`config.mk`:
```
export PLATFORM = sky130hd
export DESIGN_NAME = cpu
export DESIGN_NICKNAME = d
export VERILOG_FILES = /design/src/source/cpu_pkg.sv /design/src/source/mem_req_if.sv /design/src/source/cpu.sv /design/src/source/execute_unit.sv /design/src/source/alu.sv /design/src/source/fetch_sequencer.sv /design/src/source/register_file.sv /design/src/source/mem_lanes.sv
export SDC_FILE = /design/constraint.sdc
export NUM_CORES = 1
export LEC_CHECK = 0
export BUFFER_PORTS_ARGS = -buffer_cell sky130_fd_sc_hd__buf_2
export CELL_PAD_IN_SITES_DETAIL_PLACEMENT = 0
export CELL_PAD_IN_SITES_GLOBAL_PLACEMENT = 2
export CORE_MARGIN = 2
export CORE_UTILIZATION = 34
export DETAILED_ROUTE_END_ITERATION = 16
export PLACE_DENSITY = 0.89
export REMOVE_ABC_BUFFERS = 1
export SLEW_MARGIN = 20
export SYNTH_ARGS = -nofsm -noshare
export SYNTH_HDL_FRONTEND = slang
export SYNTH_HIERARCHICAL = 1
export SYNTH_SLANG_ARGS = --single-unit
```
`constraint.sdc`:
```
create_clock -name clk -period 6.68 [get_ports clk]
set_clock_uncertainty 0.1 [all_clocks]
set_input_delay 0 -clock clk [delete_from_list [all_inputs] [get_ports clk]]
set_output_delay 0 -clock clk [all_outputs]
set_load 0.03 [all_outputs]
```
`src/source/cpu_pkg.sv`:
```
package cpu_pkg;

	typedef logic [7:0] byte_t;
	typedef logic [15:0] word_t;
	typedef logic [14:0] bank_addr_t;

	// opcode in bits 7:0, operand bytes above it
	typedef logic [23:0] inst_t;

	typedef enum logic [7:0]
	{
		OP_NOP = 8'h00,
		OP_TRAP = 8'h01,
		OP_INC_XL = 8'h02,
		OP_SRL_XL = 8'h03,
		OP_ADDW_Y_X = 8'h04,
		OP_LD_XL_IMM = 8'h10,
		OP_ADD_XL_IMM = 8'h11,
		OP_SUB_XL_IMM = 8'h12,
		OP_AND_XL_IMM = 8'h13,
		OP_OR_XL_IMM = 8'h14,
		OP_XOR_XL_IMM = 8'h15,
		OP_JR = 8'h20,
		OP_JRZ = 8'h21,
		OP_JRNZ = 8'h22,
		OP_JRC = 8'h23,
		OP_JRNC = 8'h24,
		OP_LD_XL_DIR = 8'h30,
		OP_LD_DIR_XL = 8'h31,
		OP_LDW_Y_IMM = 8'h32,
		OP_LDW_DIR_Y = 8'h33
	} opcode_t;

	// bit positions in the flag register
	typedef enum logic [2:0]
	{
		FLAG_H,
		FLAG_C,
		FLAG_N,
		FLAG_Z,
		FLAG_O,
		FLAG_5,
		FLAG_6,
		FLAG_7
	} flag_t;

	typedef enum logic [3:0]
	{
		ALU_ADD,
		ALU_SUB,
		ALU_AND,
		ALU_OR,
		ALU_XOR,
		ALU_INC,
		ALU_SRL,
		ALU_ADDW,
		ALU_PASS
	} alu_op_t;

	// unknown opcodes are one byte long and behave as nop
	function automatic logic [1:0] inst_len(opcode_t op);
		case (op)
			OP_LD_XL_IMM, OP_ADD_XL_IMM, OP_SUB_XL_IMM, OP_AND_XL_IMM,
			OP_OR_XL_IMM, OP_XOR_XL_IMM, OP_JR, OP_JRZ, OP_JRNZ, OP_JRC, OP_JRNC:
				return 2'd2;
			OP_LD_XL_DIR, OP_LD_DIR_XL, OP_LDW_Y_IMM, OP_LDW_DIR_Y:
				return 2'd3;
			default:
				return 2'd1;
		endcase
	endfunction

endpackage
```
`src/source/mem_req_if.sv`:
```
`timescale 1ns/1ps

interface mem_req_if;
	import cpu_pkg::*;

	word_t read_addr;
	// bytes at the previous read_addr, low byte first
	word_t read_data;
	word_t write_addr;
	word_t write_data;
	// bit 0 low byte, bit 1 high byte
	logic [1:0] write_en;

	modport fetch (output read_addr, input read_data);
	modport exec (output write_addr, output write_data, output write_en);
	modport lanes (input read_addr, output read_data,
		input write_addr, input write_data, input write_en);

endinterface

```
`src/source/cpu.sv`:
```
`timescale 1ns/1ps

module cpu #(
	parameter cpu_pkg::word_t RESET_PC = 16'h4000
) (
	input logic clk,
	input logic reset,
	output cpu_pkg::bank_addr_t read_addr_even,
	output cpu_pkg::bank_addr_t read_addr_odd,
	input cpu_pkg::byte_t read_data_even,
	input cpu_pkg::byte_t read_data_odd,
	output cpu_pkg::bank_addr_t write_addr_even,
	output cpu_pkg::bank_addr_t write_addr_odd,
	output cpu_pkg::byte_t write_data_even,
	output cpu_pkg::byte_t write_data_odd,
	output logic write_en_even,
	output logic write_en_odd,
	output logic trap
);
	import cpu_pkg::*;

	inst_t inst;
	word_t operand;
	logic execute;
	word_t x;
	word_t y;
	byte_t f;
	byte_t next_f;
	byte_t alu_f;
	alu_op_t alu_op;
	word_t alu_a;
	word_t alu_b;
	word_t alu_result;
	logic [1:0] reg_addr;
	logic [1:0] reg_en;
	word_t reg_data;

	mem_req_if mem ();

	mem_lanes lanes (
		.clk(clk),
		.mem(mem.lanes),
		.read_addr_even(read_addr_even),
		.read_addr_odd(read_addr_odd),
		.read_data_even(read_data_even),
		.read_data_odd(read_data_odd),
		.write_addr_even(write_addr_even),
		.write_addr_odd(write_addr_odd),
		.write_data_even(write_data_even),
		.write_data_odd(write_data_odd),
		.write_en_even(write_en_even),
		.write_en_odd(write_en_odd)
	);

	fetch_sequencer #(.RESET_PC(RESET_PC)) fetch (
		.clk(clk),
		.reset(reset),
		.mem(mem.fetch),
		.f(f),
		.inst(inst),
		.operand(operand),
		.execute(execute),
		.trap(trap)
	);

	execute_unit exec (
		.execute(execute),
		.inst(inst),
		.operand(operand),
		.x(x),
		.y(y),
		.f(f),
		.mem(mem.exec),
		.alu_op(alu_op),
		.alu_a(alu_a),
		.alu_b(alu_b),
		.alu_result(alu_result),
		.alu_f(alu_f),
		.reg_addr(reg_addr),
		.reg_data(reg_data),
		.reg_en(reg_en),
		.next_f(next_f)
	);

	alu alu_unit (
		.op(alu_op),
		.a(alu_a),
		.b(alu_b),
		.f(f),
		.result(alu_result),
		.next_f(alu_f)
	);

	register_file regs (
		.clk(clk),
		.reset(reset),
		.reg_addr(reg_addr),
		.reg_data(reg_data),
		.reg_en(reg_en),
		.next_f(next_f),
		.x(x),
		.y(y),
		.f(f)
	);

endmodule

```
`src/source/execute_unit.sv`:
```
`timescale 1ns/1ps

module execute_unit (
	input logic execute,
	input cpu_pkg::inst_t inst,
	input cpu_pkg::word_t operand,
	input cpu_pkg::word_t x,
	input cpu_pkg::word_t y,
	input cpu_pkg::byte_t f,
	mem_req_if.exec mem,
	output cpu_pkg::alu_op_t alu_op,
	output cpu_pkg::word_t alu_a,
	output cpu_pkg::word_t alu_b,
	input cpu_pkg::word_t alu_result,
	input cpu_pkg::byte_t alu_f,
	output logic [1:0] reg_addr,
	output cpu_pkg::word_t reg_data,
	output logic [1:0] reg_en,
	output cpu_pkg::byte_t next_f
);
	import cpu_pkg::*;

	localparam logic [1:0] REG_X = 2'd0;
	localparam logic [1:0] REG_Y = 2'd1;

	opcode_t opcode;

	assign opcode = opcode_t'(inst[7:0]);

	always_comb
	begin
		case (opcode)
			OP_ADD_XL_IMM: alu_op = ALU_ADD;
			OP_SUB_XL_IMM: alu_op = ALU_SUB;
			OP_AND_XL_IMM: alu_op = ALU_AND;
			OP_OR_XL_IMM: alu_op = ALU_OR;
			OP_XOR_XL_IMM: alu_op = ALU_XOR;
			OP_INC_XL: alu_op = ALU_INC;
			OP_SRL_XL: alu_op = ALU_SRL;
			OP_ADDW_Y_X: alu_op = ALU_ADDW;
			default: alu_op = ALU_PASS;
		endcase

		alu_a = (opcode == OP_ADDW_Y_X) ? y : x;

		// sign-extend the loaded byte so pass yields byte N and Z
		case (opcode)
			OP_ADDW_Y_X: alu_b = x;
			OP_LDW_Y_IMM: alu_b = operand;
			OP_LD_XL_DIR: alu_b = {{8{operand[7]}}, operand[7:0]};
			default: alu_b = {8'h00, operand[7:0]};
		endcase
	end

	always_comb
	begin
		reg_addr = REG_X;
		reg_data = alu_result;
		reg_en = 2'b00;
		next_f = f;
		mem.write_addr = inst[23:8];
		mem.write_data = y;
		mem.write_en = 2'b00;

		if (execute)
		begin
			case (opcode)
				// load immediate leaves the flags alone
				OP_LD_XL_IMM:
					reg_en = 2'b01;
				OP_ADD_XL_IMM, OP_SUB_XL_IMM, OP_AND_XL_IMM, OP_OR_XL_IMM, OP_XOR_XL_IMM,
				OP_INC_XL, OP_SRL_XL, OP_LD_XL_DIR:
				begin
					reg_en = 2'b01;
					next_f = alu_f;
				end
				OP_LDW_Y_IMM, OP_ADDW_Y_X:
				begin
					reg_addr = REG_Y;
					reg_en = 2'b11;
					next_f = alu_f;
				end
				OP_LD_DIR_XL:
				begin
					mem.write_data = {8'h00, x[7:0]};
					mem.write_en = 2'b01;
				end
				OP_LDW_DIR_Y:
					mem.write_en = 2'b11;
				default:
					next_f = f;
			endcase
		end
	end

endmodule

```
`src/source/alu.sv`:
```
`timescale 1ns/1ps

module alu (
	input cpu_pkg::alu_op_t op,
	input cpu_pkg::word_t a,
	input cpu_pkg::word_t b,
	input cpu_pkg::byte_t f,
	output cpu_pkg::word_t result,
	output cpu_pkg::byte_t next_f
);
	import cpu_pkg::*;

	byte_t add_b;
	byte_t r8;
	logic cin;
	logic [4:0] sum4;
	logic [8:0] sum8;
	logic [16:0] sum16;
	logic ovf8;
	logic ovf16;

	// sub is a + ~b + 1, carry out becomes C
	always_comb
	begin
		add_b = b[7:0];
		cin = 1'b0;
		if (op == ALU_SUB)
		begin
			add_b = ~b[7:0];
			cin = 1'b1;
		end
		else if (op == ALU_INC)
			add_b = 8'h01;
	end

	assign sum4 = {1'b0, a[3:0]} + {1'b0, add_b[3:0]} + {4'h0, cin};
	assign sum8 = {1'b0, a[7:0]} + {1'b0, add_b} + {8'h00, cin};
	assign ovf8 = (a[7] == add_b[7]) && (sum8[7] != a[7]);
	assign sum16 = {1'b0, a} + {1'b0, b};
	assign ovf16 = (a[15] == b[15]) && (sum16[15] != a[15]);

	always_comb
	begin
		next_f = f;
		next_f[FLAG_5] = 1'b0;
		next_f[FLAG_6] = 1'b0;
		next_f[FLAG_7] = 1'b0;
		r8 = sum8[7:0];
		case (op)
			ALU_ADD, ALU_SUB, ALU_INC:
			begin
				next_f[FLAG_H] = sum4[4];
				next_f[FLAG_C] = sum8[8];
				next_f[FLAG_O] = ovf8;
			end
			ALU_AND:
				r8 = a[7:0] & b[7:0];
			ALU_OR:
				r8 = a[7:0] | b[7:0];
			ALU_XOR:
				r8 = a[7:0] ^ b[7:0];
			ALU_SRL:
			begin
				r8 = {1'b0, a[7:1]};
				next_f[FLAG_C] = a[0];
			end
			default:
				r8 = 8'h00;
		endcase

		result = {8'h00, r8};
		if (op != ALU_SRL)
			next_f[FLAG_N] = r8[7];
		next_f[FLAG_Z] = (r8 == 8'h00);

		// word ops, byte loads arrive sign-extended
		if (op == ALU_ADDW)
		begin
			result = sum16[15:0];
			next_f[FLAG_C] = sum16[16];
			next_f[FLAG_O] = ovf16;
		end
		else if (op == ALU_PASS)
			result = b;
		if (op == ALU_ADDW || op == ALU_PASS)
		begin
			next_f[FLAG_N] = result[15];
			next_f[FLAG_Z] = (result == 16'h0000);
		end
	end

endmodule

```
`src/source/fetch_sequencer.sv`:
```
`timescale 1ns/1ps

module fetch_sequencer #(
	parameter cpu_pkg::word_t RESET_PC = 16'h4000
) (
	input logic clk,
	input logic reset,
	mem_req_if.fetch mem,
	input cpu_pkg::byte_t f,
	output cpu_pkg::inst_t inst,
	output cpu_pkg::word_t operand,
	output logic execute,
	output logic trap
);
	import cpu_pkg::*;

	word_t pc;
	word_t next_pc;
	inst_t saved;
	logic fresh;
	logic upper_pend;
	logic op_pend;
	logic need_upper;
	logic need_operand;
	logic taken;
	opcode_t opcode;

	// fresh: nothing requested yet after reset
	always_comb
	begin
		if (upper_pend)
			inst = {mem.read_data[15:8], saved[15:0]};
		else if (op_pend || fresh)
			inst = saved;
		else
			inst = {8'h00, mem.read_data};
	end

	assign opcode = opcode_t'(inst[7:0]);
	assign operand = op_pend ? mem.read_data : inst[23:8];

	assign need_upper = !fresh && !upper_pend && !op_pend && inst_len(opcode) == 2'd3;
	assign need_operand = upper_pend && opcode == OP_LD_XL_DIR;
	assign execute = !fresh && !need_upper && !need_operand;
	assign trap = execute && opcode == OP_TRAP;

	always_comb
	begin
		case (opcode)
			OP_JR: taken = 1'b1;
			OP_JRZ: taken = f[FLAG_Z];
			OP_JRNZ: taken = !f[FLAG_Z];
			OP_JRC: taken = f[FLAG_C];
			OP_JRNC: taken = !f[FLAG_C];
			default: taken = 1'b0;
		endcase
	end

	always_comb
	begin
		// trap holds pc, so the same instruction keeps executing
		if (!execute || opcode == OP_TRAP)
			next_pc = pc;
		else if (taken)
			next_pc = pc + {{8{inst[15]}}, inst[15:8]};
		else
			next_pc = pc + word_t'(inst_len(opcode));

		if (need_upper)
			mem.read_addr = pc + 16'd1;
		else if (need_operand)
			mem.read_addr = inst[23:8];
		else
			mem.read_addr = next_pc;
	end

	always_ff @(posedge clk)
	begin
		if (reset)
		begin
			pc <= RESET_PC;
			fresh <= 1'b1;
			upper_pend <= 1'b0;
			op_pend <= 1'b0;
			saved <= {16'h0000, OP_NOP};
		end
		else
		begin
			pc <= next_pc;
			fresh <= 1'b0;
			upper_pend <= need_upper;
			op_pend <= need_operand;
			if (need_upper || need_operand)
				saved <= inst;
		end
	end

endmodule

```
`src/source/register_file.sv`:
```
`timescale 1ns/1ps

module register_file (
	input logic clk,
	input logic reset,
	input logic [1:0] reg_addr,
	input cpu_pkg::word_t reg_data,
	input logic [1:0] reg_en,
	input cpu_pkg::byte_t next_f,
	output cpu_pkg::word_t x,
	output cpu_pkg::word_t y,
	output cpu_pkg::byte_t f
);
	import cpu_pkg::*;

	// x, y, z
	word_t regs [3];

	assign x = regs[0];
	assign y = regs[1];

	// nothing loads the x high byte, so it keeps its reset value
	always_ff @(posedge clk)
	begin
		if (reset)
		begin
			regs[0] <= '0;
			regs[1] <= '0;
			regs[2] <= '0;
		end
		else
		begin
			if (reg_en[0])
				regs[reg_addr][7:0] <= reg_data[7:0];
			if (reg_en[1])
				regs[reg_addr][15:8] <= reg_data[15:8];
		end
	end

	// upper flag bits are unused
	always_ff @(posedge clk)
	begin
		if (reset)
			f <= {3'b000, next_f[4:0]};
		else
			f <= next_f;
	end

endmodule

```
`src/source/mem_lanes.sv`:
```
`timescale 1ns/1ps

module mem_lanes (
	input logic clk,
	mem_req_if.lanes mem,
	output cpu_pkg::bank_addr_t read_addr_even,
	output cpu_pkg::bank_addr_t read_addr_odd,
	input cpu_pkg::byte_t read_data_even,
	input cpu_pkg::byte_t read_data_odd,
	output cpu_pkg::bank_addr_t write_addr_even,
	output cpu_pkg::bank_addr_t write_addr_odd,
	output cpu_pkg::byte_t write_data_even,
	output cpu_pkg::byte_t write_data_odd,
	output logic write_en_even,
	output logic write_en_odd
);
	import cpu_pkg::*;

	bank_addr_t read_base;
	bank_addr_t write_base;
	logic read_odd_q;

	assign read_base = mem.read_addr[15:1];
	assign write_base = mem.write_addr[15:1];

	// odd start address: the second byte sits in the next even word
	assign read_addr_odd = read_base;
	assign read_addr_even = mem.read_addr[0] ? read_base + 15'd1 : read_base;

	// banks answer one cycle later, so the parity has to follow
	always_ff @(posedge clk)
		read_odd_q <= mem.read_addr[0];

	assign mem.read_data = read_odd_q ? {read_data_even, read_data_odd}
		: {read_data_odd, read_data_even};

	assign write_addr_odd = write_base;
	assign write_addr_even = mem.write_addr[0] ? write_base + 15'd1 : write_base;
	assign write_data_even = mem.write_addr[0] ? mem.write_data[15:8] : mem.write_data[7:0];
	assign write_data_odd = mem.write_addr[0] ? mem.write_data[7:0] : mem.write_data[15:8];
	assign write_en_even = mem.write_addr[0] ? mem.write_en[1] : mem.write_en[0];
	assign write_en_odd = mem.write_addr[0] ? mem.write_en[0] : mem.write_en[1];

endmodule

```
==> results.json, run 1 <==
{
  "status": "finished clean",
  "rsz0062_at_grt": "no",
  "nets": 1222,
  "critPathKind": "register to primary output",
  "cellPowerDensity_mw_per_mm2": 193,
  "dieWidth_um": 171,
  "total_power_mw": 1.96,
  "clock_sinks": 78,
  "antenna_found_initial": 0,
  "synth_area_mm2": 0.00947,
  "fp-row-count": 61,
  "wl_per_cell_um": 18.9,
  "ir_worst_vdd_mv": 0.118,
  "seq_area_mm2": 0.00188,
  "first_pass_iters": 5,
  "final_area_mm2": 0.0101,
  "clockPowerShare_pct": 24.4,
  "tightest_slew_ns": 0.882,
  "hold_path_class": "input port to register",
  "coreArea_mm2": 0.0276,
  "routed_wl_mm": 29.0,
  "cp-end-kind": "primary output",
  "vias_per_cell": 5.44,
  "synthCells": 1133,
  "ant_nets": 0,
  "syn_to_final_growth_pct": 7.07,
  "hp-start": "reset",
  "ios": 97,
  "cp.required_ns": 6.58,
  "setup_viol": 0,
  "portBuffers": 96,
  "cts_tree": "yes",
  "synth_area_per_cell_um2": 8.36,
  "h-tree-depth": 3,
  "die_h_um": 171,
  "crit_chain": "mux2_2 -> mux2i_1 -> buf_4 -> inv_1 -> or2_2 -> a311o_2 -> inv_1 -> a221oi_1 -> ha_1 -> a211oi_1 -> o21ai_0 -> a221oi_2 -> xnor2_1 -> mux2i_1 -> a211o_1 -> o21ai_0 -> nand4_1 -> nor4_2 -> xor2_1 -> buf_2",
  "final_cells": 1533,
  "leakage_nw": 4.49,
  "critPathSlowestCell": "dfxtp_2",
  "hold_buffers": 0,
  "combinationalPowerShare_pct": 47.4,
  "grt_pass1_wl_mm": 44.5,
  "switching_share_pct": 42.2,
  "diodes": 0,
  "cp_max_fo": 13,
  "dieArea_mm2": 0.0292,
  "clkLatencyLatePin_ns": 0.35,
  "drc": 0,
  "grt_use_total_pct": 19.6,
  "dp_hpwl_mm": 22.8,
  "cp.arrival_ns": 6.00,
  "place.gp.congestion": 0.916,
  "slew_viol_final": 0,
  "fill_cells": 2913,
  "drive_above_1_share_pct": 24.6,
  "fin_ws_ns": 0.580,
  "clk_pin_slew_ns": 0.07,
  "grt-ovfl-total": 0,
  "max-slew-margin-rel_pct": 41.1,
  "initialDrtViolationCount": 627,
  "via_count": 8347,
  "fmax_mhz": 164,
  "multiInputGateArea_mm2": 0.00665,
  "rr_worst_depth": 22,
  "drv_cap": 0,
  "p_int_mw": 1.13,
  "clock_path_buffers": 2,
  "whs_path_depth": 2,
  "r2r_start": "lanes/read_odd_q$_DFF_P_",
  "dp_slack_ns": 0.620,
  "crit_path_start": "lanes/read_odd_q$_DFF_P_",
  "hold_viol_final": 0,
  "ys_warn_count": 6,
  "p_sw_mw": 0.826,
  "period_needed_ns": 6.10,
  "period_share_pct": 91.3,
  "grt_pass1_vias": 7708,
  "whs_ns": 0.104,
  "initial_core_util_pct": 34.3,
  "worstSetupStartpointType": "register",
  "cts-buffers-inserted": 9,
  "placed_area_mm2": 0.00981,
  "p_seq_share_pct": 28.3,
  "dp.cells": 1512,
  "grt_start_max_net_pins": 44,
  "max_stage_delay_ns": 0.51,
  "clock-root-buffer": "clkbuf_16"
}
critical path: cells and delay by family (launching register included):
kind / cells / cell delay (ns)
compound gates: 7 / 2.05
xor+xnor: 2 / 0.33
fa+ha+maj: 1 / 0.33
buf+inv: 4 / 0.63
flops: 1 / 0.51
mux: 3 / 0.66
simple gates: 3 / 1.12
power by group through the flow:
stage / Clock [mW] / Combinational, mW / Sequential (mW)
floorplan: 0 / 0.657 / 0.552
global placement: 0 / 0.914 / 0.562
detailed placement: 0 / 0.914 / 0.563
CTS: 0.487 / 0.919 / 0.552
global route: 0.502 / 1.00 / 0.556
finish: 0.478 / 0.928 / 0.554
layout make-up:
cell class              count  share of cell area [%]
inverters                  44                    1.63
clock inverters             4                   0.309
multi-input cells         893                    65.6
flip-flops and latches     78                    18.6
repair buffers            124                    6.81
clock buffers              12                    2.44
well taps                 378                    4.67
routing by layer:
metal	track usage (%)	part of all wire (%)	vias to the layer above
li1	-	-	4057
met2	33.6	47	279
met5	0	0	-
met4	4.86	2.1	0
met1	26.3	46	3978
met3	2.34	4.6	33
what timing repair did:
action	CTS	global route
setup buffers	0	5
resized for setup	0	2
endpoints found under the setup margin	0	4
sequential cells by signal, indices dropped and copies added, names as in the netlist:
register / flops
fetch/op_pend: 1
regs/f: 2
fetch/fresh: 1
regs/regs: 32
fetch/upper_pend: 1
fetch/saved: 24
fetch/pc: 16
lanes/read_odd_q: 1
through the flow:
| stage | utilization, % | TNS [ns] |
|---|---|---|
| final | 36.7 | 0 |
| after global routing | 36.7 | 0 |
| after detailed placement | 35.5 | 0 |
| after CTS | 36.5 | 0 |
| after global placement | 35.5 | 0 |
| after floorplan | - | -5.29 |
cells in the final DEF, fill, tap and decap left out, types with 28 or more instances in the layout:
cell / instances
a21oi_1: 64
and3_1: 28
buf_2: 96
buf_4: 28
dfxtp_1: 45
edfxtp_1: 32
ha_1: 50
inv_1: 44
mux2_2: 65
mux2i_1: 40
nand2_1: 95
nor2_1: 94
o21ai_0: 54
xnor2_1: 37
xor2_1: 35
path summary, 6_finish.rpt:
path	endpoint	slack, ns
setup / recovery	read_addr_even[14]	0.58
hold / removal	fetch/fresh$_DFF_P_	0.10
setup reg to reg	regs/f[3]$_DFF_P_	0.67
hold reg to reg	fetch/saved[18]$_SDFFE_PP0P_	0.36
Power figures use the tool's default switching activity.
==> inputs of run 2 (changes only) <==
--- a/config.mk
+++ b/config.mk
@@ -5,13 +5,14 @@
 export SDC_FILE = /design/constraint.sdc
 export NUM_CORES = 1
 export LEC_CHECK = 0
+export ABC_AREA = 1
 export BUFFER_PORTS_ARGS = -buffer_cell sky130_fd_sc_hd__buf_2
 export CELL_PAD_IN_SITES_DETAIL_PLACEMENT = 0
 export CELL_PAD_IN_SITES_GLOBAL_PLACEMENT = 2
 export CORE_MARGIN = 2
-export CORE_UTILIZATION = 34
+export CORE_UTILIZATION = 30
 export DETAILED_ROUTE_END_ITERATION = 16
-export PLACE_DENSITY = 0.89
+export PLACE_DENSITY = 0.9
 export REMOVE_ABC_BUFFERS = 1
 export SLEW_MARGIN = 20
 export SYNTH_ARGS = -nofsm -noshare
==> run 2 against run 1 <==
  * Routed wire length rose by 15%
  * Sequential cell count stayed put
  * First-iteration DRC count up 16%
  * Core utilization is 4.2 points lower
  * Area after synthesis grew 3.8%
  * Cell area is 3.9% higher
  * Global-route usage about the same
  * Register-to-register slack gained 0.38 ns
  * Critical path type unchanged
  * Highest routed layer unchanged
==> results.json, run 2 <==
{
  "dieWidth_um": 185,
  "drv_cap": 0,
  "clock-root-buffer": "clkbuf_16",
  "cp-end-kind": "primary output",
  "first_pass_iters": 5,
  "synth_area_per_cell_um2": 5.98,
  "grt_use_total_pct": 19.7,
  "synthCells": 1643,
  "post_cts_buffers": 0,
  "layout_common_cells": "nand2_1 (461), inv_1 (245), nor2_1 (151)",
  "grt_pass1_vias": 9653,
  "clkLatencyLatePin_ns": 0.34,
  "dieArea_mm2": 0.0342,
  "nets": 1731,
  "period_needed_ns": 5.64,
  "die_h_um": 185,
  "largest_reg_flops": 32,
  "cp.arrival_ns": 5.54,
  "status": "finished clean",
  "h-tree-depth": 3,
  "portBuffers": 96,
  "syn_to_final_growth_pct": 7.13,
  "cellPowerDensity_mw_per_mm2": 154,
  "drc": 0,
  "top_register": "regs/regs",
  "fp-row-count": 66,
  "grt-ovfl-total": 0,
  "grt_pass1_wl_mm": 52.4,
  "slew_viol_final": 0,
  "max_stage_delay_ns": 0.90,
  "vias_per_cell": 4.81,
  "cts_tree": "yes",
  "wl_per_cell_um": 15.9,
  "hold_path_class": "input port to register",
  "synth_area_mm2": 0.00983,
  "reg.largest.list": "regs/regs (32), fetch/saved (24), fetch/pc (16)",
  "tns_ns": 0,
  "ant_nets": 0,
  "critPathKind": "register to primary output",
  "rsz0062_at_grt": "no",
  "period_share_pct": 84.4,
  "hold_buffers": 0,
  "max-slew-margin-rel_pct": 32.6,
  "ys_warn_count": 6,
  "initialDrtViolationCount": 730,
  "clock_path_buffers": 2,
  "post_cts_resized": 0,
  "fmax_mhz": 177,
  "worstSetupStartpointType": "register",
  "cp_max_fo": 32,
  "fin_util_pct": 32.5,
  "drive_above_1_share_pct": 13.3,
  "initial_core_util_pct": 30.4,
  "antenna_found_initial": 0,
  "layout.cells.most_common": "nand2_1",
  "leakage_nw": 5.52,
  "critPathSlowestCell": "dfxtp_1",
  "routed_wl_mm": 33.4,
  "grt_start_max_net_pins": 37,
  "diodes": 0,
  "cp_common_cell": "nand2_1",
  "cts-buffers-inserted": 9,
  "clock_sinks": 78,
  "place.gp.congestion": 0.907,
  "setup_viol": 0,
  "clk_pin_slew_ns": 0.06,
  "ios": 97,
  "via_count": 10100,
  "ir_worst_vdd_mv": 0.124,
  "coreArea_mm2": 0.0324,
  "tightest_slew_ns": 1.00,
  "dp_hpwl_mm": 27.1,
  "cp.required_ns": 6.58,
  "hold_viol_final": 0
}
## run 2: metal layers
| layer | wire [um] | GRT usage, % | part of all wire [%] |
|---|---|---|---|
| met5 | 0 | 0 | 0 |
| met4 | 952 | 6.32 | 2.9 |
| met3 | 1250 | 1.55 | 3.7 |
| met2 | 15900 | 34.5 | 48 |
| met1 | 15300 | 25.5 | 46 |
## run 2: final cells by class
type,instances,area [um^2]
clock buffers,9,225
well taps,442,553
flip-flops and latches,78,1880
multi-input cells,1201,6250
repair buffers,108,571
clock inverters,7,65.1
fillers,3773,21800
inverters,261,982
## run 2: power breakdown
group          internal, mW  total (mW)  switching, mW
registers             0.509       0.532         0.0226
clock network         0.287       0.501          0.214
logic                 0.164       0.592          0.428
total                 0.961        1.63          0.665
## run 2: metrics by stage
| stage | hold slack (ns) | instances | power [mW] | area [um^2] | setup slack (ns) |
|---|---|---|---|---|---|
| after CTS | 0.0239 | 2106 | 1.63 | 10500 | 1.11 |
| after detailed placement | 0.360 | 2090 | 1.13 | 10200 | 1.16 |
| after global placement | 0.340 | 2090 | 1.13 | 10200 | 1.26 |
| after global routing | 0.0334 | 2106 | 1.72 | 10500 | 0.367 |
| final | 0.0451 | 2106 | 1.63 | 10500 | 1.04 |
| after floorplan | -0.0723 | 1540 | 0.939 | 9110 | 2.03 |
## run 2: path summary, 6_finish.rpt
check                                 to  slack [ns]  cells past startpoint                   startpoint
min                  fetch/fresh$_DFF_P_        0.05                      1                        reset
max                   read_addr_even[13]        1.04                     29     lanes/read_odd_q$_DFF_P_
min reg2reg  fetch/saved[6]$_SDFFE_PP0P_        0.36                      2  fetch/saved[6]$_SDFFE_PP0P_
max reg2reg            regs/f[3]$_DFF_P_        1.05                     28     lanes/read_odd_q$_DFF_P_
## run 2: worst max-delay path, delay by kind of cell (launching register included)
kind | cells | cell delay [ns]
AO/OA/AOI/OAI | 5 | 1.38
buffers and inverters | 4 | 0.46
XOR/XNOR | 1 | 0.15
AND/OR/NAND/NOR | 18 | 2.05
flip-flops | 1 | 0.90
adder cells (fa/ha/maj) | 1 | 0.27
